==> config.mk <==
export PLATFORM = sky130hd
export DESIGN_NAME = arb_top
export DESIGN_NICKNAME = d
export VERILOG_FILES = /design/src/rtl/arb_pkg.sv /design/src/rtl/arb_top.sv /design/src/rtl/grant_mux.sv /design/src/rtl/scheme_arbiter.sv /design/src/rtl/pn_seq_gen.sv
export VERILOG_INCLUDE_DIRS = /design/src /design/src/rtl
export SDC_FILE = /design/constraint.sdc
export NUM_CORES = 1
export LEC_CHECK = 0
export BUFFER_PORTS_ARGS = -buffer_cell sky130_fd_sc_hd__clkbuf_2
export CORE_UTILIZATION = 48
export CTS_CLUSTER_DIAMETER = 120
export DETAILED_ROUTE_END_ITERATION = 8
export GPL_TIMING_DRIVEN = 0
export PLACE_DENSITY = 0.81
export SETUP_SLACK_MARGIN = 0.2
export SLEW_MARGIN = 20
export SYNTH_ARGS = -nofsm -noshare
export SYNTH_HDL_FRONTEND = slang
export SYNTH_SLANG_ARGS = --single-unit
==> constraint.sdc <==
create_clock -name clk -period 3.2 [get_ports clk]
set_input_delay 0 -clock clk [delete_from_list [all_inputs] [get_ports clk]]
set_output_delay 0 -clock clk [all_outputs]
set_load 0.005 [all_outputs]
==> src/rtl/arb_params.svh <==
// Global sizes for the four-way arbitration subsystem
// Requester count, scheme code width, payload width
`ifndef ARB_PARAMS_SVH
`define ARB_PARAMS_SVH

// Scheme tables assume exactly four requesters
`define ARB_NREQ 4

// Six schemes used, codes 6 and 7 spare
`define ARB_SCHEME_W 3

`define ARB_DATA_W 16

`endif
==> src/rtl/arb_pkg.sv <==
// Shared types for the arbitration subsystem
// Scheme enum, grant word, payload word, transfer record
`default_nettype none

`include "arb_params.svh"

package arb_pkg;

  localparam int unsigned ARB_IDX_W = $clog2(`ARB_NREQ);

  typedef enum logic [`ARB_SCHEME_W-1:0] {
    scheme_p0   = 3'd0,  // Fixed, req 0 on top
    scheme_p1   = 3'd1,
    scheme_p2   = 3'd2,
    scheme_p3   = 3'd3,
    scheme_rr   = 3'd4,  // Round robin
    scheme_rand = 3'd5   // LFSR picks the head
  } arb_scheme_e;

  typedef logic [`ARB_DATA_W-1:0] req_payload_t;

  typedef struct packed {
    logic [`ARB_NREQ-1:0]  onehot;
    logic [ARB_IDX_W-1:0]  idx;
    logic                  valid;
  } grant_t;

  typedef struct packed {
    logic                  valid;
    logic [ARB_IDX_W-1:0]  src;
    req_payload_t          data;
  } xfer_t;

endpackage

`default_nettype wire

==> src/rtl/arb_top.sv <==
// Arbitration subsystem top level
// Scheme arbiter feeding the transfer stage
`timescale 1ns/1ps
`default_nettype none

`include "arb_params.svh"

module arb_top (
  input  logic                                  clk,
  input  logic                                  rst_n,
  input  logic [`ARB_NREQ-1:0]                  req,
  input  arb_pkg::arb_scheme_e                  arb_scheme,
  input  arb_pkg::req_payload_t [`ARB_NREQ-1:0] payload,
  output logic [`ARB_NREQ-1:0]                  gnt,
  output arb_pkg::xfer_t                        xfer
);

  // gnt one cycle after req, xfer one cycle after gnt
  arb_pkg::grant_t grant;

  scheme_arbiter u_scheme_arbiter (
    .clk        (clk),
    .rst_n      (rst_n),
    .req        (req),
    .arb_scheme (arb_scheme),
    .grant      (grant)
  );

  grant_mux u_grant_mux (
    .clk     (clk),
    .rst_n   (rst_n),
    .grant   (grant),
    .payload (payload),
    .xfer    (xfer)
  );

  assign gnt = grant.onehot;

  // End to end, a transfer source had its request up two edges back
  a_xfer_src_requested: assert property (@(posedge clk) disable iff (!rst_n)
    xfer.valid |-> (|($past(req, 2) & (`ARB_NREQ'(1) << xfer.src))));

  // Transfer source matches the grant seen one cycle earlier
  a_xfer_src_is_gnt: assert property (@(posedge clk) disable iff (!rst_n)
    xfer.valid |-> ($past(gnt) == (`ARB_NREQ'(1) << xfer.src)));

endmodule

`default_nettype wire

==> src/rtl/grant_mux.sv <==
// Transfer stage behind the arbiter
// Registers the winner's payload with its source index
`timescale 1ns/1ps
`default_nettype none

`include "arb_params.svh"

module grant_mux (
  input  logic                                  clk,
  input  logic                                  rst_n,
  input  arb_pkg::grant_t                       grant,
  input  arb_pkg::req_payload_t [`ARB_NREQ-1:0] payload,
  output arb_pkg::xfer_t                        xfer
);

  import arb_pkg::*;

  req_payload_t          sel_data;
  logic                  valid_q;
  logic [ARB_IDX_W-1:0]  src_q;
  req_payload_t          data_q;

  assign sel_data = payload[grant.idx];

  always_ff @(posedge clk or negedge rst_n) begin
    if (!rst_n) begin
      valid_q <= 1'b0;
    end else begin
      valid_q <= grant.valid;
    end
  end

  // Record holds its last contents when nobody is granted
  always_ff @(posedge clk) begin
    if (grant.valid) begin
      src_q  <= grant.idx;
      data_q <= sel_data;
    end
  end

  assign xfer = '{valid: valid_q, src: src_q, data: data_q};

  a_xfer_follows_grant: assert property (@(posedge clk) disable iff (!rst_n)
    xfer.valid |-> $past(grant.valid));

endmodule

`default_nettype wire

==> src/rtl/scheme_arbiter.sv <==
// Four-way arbiter with six selectable schemes
// Fixed priority p0..p3, round robin, LFSR head
// Registered one-hot grant with index and valid
`timescale 1ns/1ps
`default_nettype none

`include "arb_params.svh"

module scheme_arbiter (
  input  logic                  clk,
  input  logic                  rst_n,
  input  logic [`ARB_NREQ-1:0]  req,
  input  arb_pkg::arb_scheme_e  arb_scheme,
  output arb_pkg::grant_t       grant
);

  import arb_pkg::*;

  logic [ARB_IDX_W-1:0] rand_head;
  logic [ARB_IDX_W-1:0] fixed_head;
  logic [ARB_IDX_W-1:0] last_win;   // Round robin pointer

  grant_t cand_fixed;
  grant_t cand_rr;
  grant_t cand_rand;
  grant_t next_grant;

  // Head requester first, then the others in ascending order
  function automatic grant_t pick_fixed(input logic [`ARB_NREQ-1:0] r,
                                        input logic [ARB_IDX_W-1:0] head);
    grant_t g;
    g = '0;
    if (r[head]) begin
      g.onehot[head] = 1'b1;
      g.idx          = head;
      g.valid        = 1'b1;
    end else begin
      for (int i = 0; i < `ARB_NREQ; i++) begin
        if (!g.valid && r[i]) begin
          g.onehot[i] = 1'b1;
          g.idx       = ARB_IDX_W'(i);
          g.valid     = 1'b1;
        end
      end
    end
    return g;
  endfunction

  // Search starts one past the last winner and wraps
  function automatic grant_t pick_rr(input logic [`ARB_NREQ-1:0] r,
                                     input logic [ARB_IDX_W-1:0] last);
    grant_t               g;
    logic [ARB_IDX_W-1:0] j;
    g = '0;
    for (int k = 1; k <= `ARB_NREQ; k++) begin
      j = last + ARB_IDX_W'(k);  // Index wraps mod 4
      if (!g.valid && r[j]) begin
        g.onehot[j] = 1'b1;
        g.idx       = j;
        g.valid     = 1'b1;
      end
    end
    return g;
  endfunction

  pn_seq_gen u_pn_seq_gen (
    .clk       (clk),
    .rst_n     (rst_n),
    .rand_head (rand_head)
  );

  // Low code bits name the top requester for p0..p3
  assign fixed_head = ARB_IDX_W'(arb_scheme);

  assign cand_fixed = pick_fixed(req, fixed_head);
  assign cand_rand  = pick_fixed(req, rand_head);
  assign cand_rr    = pick_rr(req, last_win);

  always_comb begin
    case (arb_scheme)
      scheme_p0,
      scheme_p1,
      scheme_p2,
      scheme_p3:   next_grant = cand_fixed;
      scheme_rr:   next_grant = cand_rr;
      scheme_rand: next_grant = cand_rand;
      default:     next_grant = '0;  // Spare codes grant nothing
    endcase
  end

  always_ff @(posedge clk or negedge rst_n) begin
    if (!rst_n) begin
      grant    <= '0;
      last_win <= '0;
    end else begin
      grant <= next_grant;
      // Pointer moves on any grant, holds through idle
      if (next_grant.valid) begin
        last_win <= next_grant.idx;
      end
    end
  end

  // At most one winner per cycle
  a_onehot: assert property (@(posedge clk) disable iff (!rst_n)
    $onehot0(grant.onehot));

  // Every grant bit was requested on the sampling edge
  a_gnt_had_req: assert property (@(posedge clk) disable iff (!rst_n)
    (|grant.onehot) |-> ((grant.onehot & ~$past(req)) == '0));

  a_spare_code_quiet: assert property (@(posedge clk) disable iff (!rst_n)
    ($past(arb_scheme) > scheme_rand) |-> (grant.onehot == '0));

  // Under p0 no lower-numbered request may be skipped
  a_p0_lowest_first: assert property (@(posedge clk) disable iff (!rst_n)
    (grant.valid && $past(arb_scheme) == scheme_p0)
      |-> (($past(req) & (grant.onehot - 1'b1)) == '0));

endmodule

`default_nettype wire

==> src/rtl/pn_seq_gen.sv <==
// 3-bit Fibonacci LFSR, period 7
// Two oldest stages give the random head index
`timescale 1ns/1ps
`default_nettype none

module pn_seq_gen (
  input  logic       clk,
  input  logic       rst_n,
  output logic [1:0] rand_head
);

  logic s1;
  logic s2;
  logic s3;
  logic fb;

  assign fb = s1 ^ s3;

  always_ff @(posedge clk or negedge rst_n) begin
    if (!rst_n) begin
      s1 <= 1'b1;  // Nonzero seed
      s2 <= 1'b0;
      s3 <= 1'b0;
    end else begin
      s1 <= fb;
      s2 <= s1;
      s3 <= s2;
    end
  end

  assign rand_head = {s3, s2};

  // Zero state would lock the sequence
  a_state_nonzero: assert property (@(posedge clk) disable iff (!rst_n)
    {s1, s2, s3} != 3'b000);

endmodule

`default_nettype wire

==> reports/results.txt <==
run status -> finished clean
post-synthesis area per instance -> 11.9 sq um
sequential share of the synthesized area -> 0.390
# diodes -> 0
Worst-path clk slew -> 60 ps
FP Rows -> 24
Worst R2R Start -> u_scheme_arbiter.last_win[0]$_DFFE_PN0P_
via count of the first global-routing pass -> 1804
Port Buf Inserts -> 93
initial core utilization -> 0.503
Worst Path Arrival -> 2940 ps
pin count of the biggest net entering global routing -> 20
Die Height -> 70.0 microns
WL final -> 5.31 mm
final worst-path cycle share -> 0.865
Fin. Hold Viols -> 0
initial antenna violation count -> 0
CP startpoint kind -> flop
Root Driver -> clkbuf_8
Worst Hold End -> u_grant_mux.data_q[10]$_DFFE_PP_
Total Routing Usage GR -> 0.224
RSZ-0062 raised after global routing -> no
I/O pin count -> 96
first-pass GRT wire length -> 8.63 mm
Power Dens Cells -> 492 mW/mm^2
Fin Hold WS -> 108 ps
final setup fails -> 0
antenna viol nets, final -> 0
# clock sinks -> 31
asr flop ratio synth -> 0.419
Die ar. -> 0.00491 sq mm
Primary FF master, synth -> edfxtp_1
Total Neg Setup Slack -> 0 ps
Seq cells post-synth -> 31
area grow syn2layout -> 27.9%
Leakage -> 1.27 nW
Vias/cell -> 5.74
synth unique cells -> 47
grt total ovfl -> 0
Tightest Pin Transition -> 728 ps
reg-to-reg slack, setup -> 430 ps
worst r2r dst -> u_scheme_arbiter.grant[6]$_DFF_PN0_
hpwl dp -> 4.25 mm
WHS Path Cells -> 2
DRC viols -> 0
Cell Area, Synth -> 0.00222 sq mm
worst hold start -> payload[42]
Slew Limit Fails -> 0
Max Clock Skew -> 4.16 ps
Worst EP required -> 3370 ps
CP Capture Type -> flop
fmax -> 361 MHz
Die Width -> 70.0 microns
total CTS buffers -> 5
clock buffer depth -> 2
Setup CP Type -> flop to flop
layout cells sized above 1 -> 0.472
IR Drop Worst-Case VDD -> 261 uV
gpl congestion -> 0.985
drt initial violations -> 93
1st-pass router iterations -> 6
drt wl/cell -> 15.6 microns
CP Max Fanout -> 10
worst min-delay path class -> input pin to flop
Layout Cells excl Fill -> 340
Syn. warnings -> 0
clock insertion delay at the later pin of the skew report -> 280 ps
max_cap viols -> 0
post-synth net total -> 267
Nets -> 368
CTS tree -> yes
routed vias -> 1953
Final min period -> 2770 ps
Core Area -> 0.00441 sq mm
number of synthesized flops with an enable pin -> 18
Reg2Reg Depth -> 8
placed cells -> 331
H-Tree Depth -> 2
Max-slew headroom -> 0.515
Synth Instances -> 186
cell usage after synthesis (2+ instances only):
cell | count | area [sq um]
o32ai_1 | 2 | 17.5
nor2_1 | 10 | 37.5
ha_1 | 8 | 100
a22oi_1 | 3 | 22.5
mux2_2 | 5 | 56.3
a2bb2oi_1 | 2 | 17.5
mux4_2 | 19 | 428
a21o_1 | 2 | 15.0
buf_4 | 5 | 37.5
nor2b_1 | 3 | 18.8
a221oi_1 | 4 | 35.0
a221o_1 | 2 | 20.0
nand2b_1 | 2 | 12.5
buf_2 | 4 | 20.0
and2_1 | 2 | 12.5
o22ai_1 | 5 | 31.3
nand2_1 | 11 | 41.3
a31oi_1 | 2 | 12.5
edfxtp_1 | 18 | 541
o21ai_0 | 6 | 30.0
o2bb2ai_1 | 2 | 17.5
nor3_1 | 4 | 20.0
clkbuf_1 | 12 | 45.0
nand3_1 | 2 | 10.0
inv_1 | 8 | 30.0
mux2i_1 | 5 | 50.1
dfrtp_1 | 12 | 300
a21oi_1 | 7 | 35.0
timing repair:
action | 4_1_cts | 5_1_grt
setup endpoints to repair | 0 | 0
hold buffers | 1 | 0
buffers inserted | 0 | 0
endpoints found under the hold margin | 13 | 0
resized for setup | 0 | 0
where the power goes:
group,switching [W],internal [W]
registers,0.0000404,0.000517
logic,0.000277,0.000281
clock network,0.000134,0.000148
total,0.000452,0.000946
cells by family after synthesis:
family / share of synthesized area
buffers and inverters: 0.0648
multiplexers: 0.252
flip-flops: 0.390
adder cells (fa/ha/maj): 0.0450
XOR/XNOR: 0.00394
AO/OA/AOI/OAI: 0.160
AND/OR/NAND/NOR: 0.0839
cells in the final DEF, fill, tap and decap left out, drive strengths merged, types with 3 or more instances in the layout:
cell type  instances
clkbuf           111
mux4              20
edfxtp            18
dfrtp             12
nand2             11
nor2              10
buf               10
inv                8
ha                 8
a21oi              7
o21ai              7
mux2               5
o22ai              5
mux2i              5
a221oi             4
nor3               4
nor2b              4
a22oi              3
worst max-delay path: stages, from the launching register on:
cell	delay, ps
dfrtp_1	440
buf_6	160
buf_2	230
inv_1	140
ha_1	430
mux2_2	360
mux2i_1	450
o22ai_1	140
o32ai_1	310
per-layer routing:
metal  GRT usage  share of wire
met5           0              0
met4      0.0822          0.020
met3      0.0447          0.068
met2       0.362           0.48
met1       0.298           0.43
metrics by stage:
stage | area (sq um) | util | worst slack [ps] | total power (W)
after floorplan | 2220 | - | 778 | 0.000930
after global placement | 2750 | 0.624 | 515 | 0.00111
after detailed placement | 2750 | 0.624 | 494 | 0.00112
after CTS | 2840 | 0.644 | 478 | 0.00141
after global routing | 2840 | 0.644 | 227 | 0.00149
final | 2840 | 0.644 | 431 | 0.00140
area by class of cell:
type	instances	area (sq um)
inverters	8	30.0
clock buffers	6	72.6
fillers	356	1570
flip-flops and latches	31	867
plain buffers	22	114
clock inverters	2	7.51
well taps	52	65.1
repair buffers	94	475
multi-input cells	125	1210
flip-flops by register name, indices dropped and copies added (netlist names):
register	cells
u_grant_mux.valid_q	1
u_scheme_arbiter.u_pn_seq_gen.s3	1
u_grant_mux.src_q	2
u_scheme_arbiter.u_pn_seq_gen.s1	1
u_scheme_arbiter.grant	7
u_scheme_arbiter.last_win	2
u_scheme_arbiter.u_pn_seq_gen.s2	1
u_grant_mux.data_q	16
worst max-delay path by stage:
stage | endpoint | from
2_1_floorplan | u_scheme_arbiter.grant[3]$_DFF_PN0_ | u_scheme_arbiter.last_win[0]$_DFFE_PN0P_
3_3_place_gp | u_scheme_arbiter.grant[2]$_DFF_PN0_ | u_scheme_arbiter.last_win[0]$_DFFE_PN0P_
3_5_place_dp | u_scheme_arbiter.grant[6]$_DFF_PN0_ | u_scheme_arbiter.last_win[0]$_DFFE_PN0P_
4_1_cts | u_scheme_arbiter.grant[2]$_DFF_PN0_ | u_scheme_arbiter.last_win[0]$_DFFE_PN0P_
5_1_grt | u_scheme_arbiter.grant[6]$_DFF_PN0_ | u_scheme_arbiter.last_win[0]$_DFFE_PN0P_
6_report | u_scheme_arbiter.grant[6]$_DFF_PN0_ | u_scheme_arbiter.last_win[0]$_DFFE_PN0P_
No activity file was read; power rests on OpenSTA's default activity.
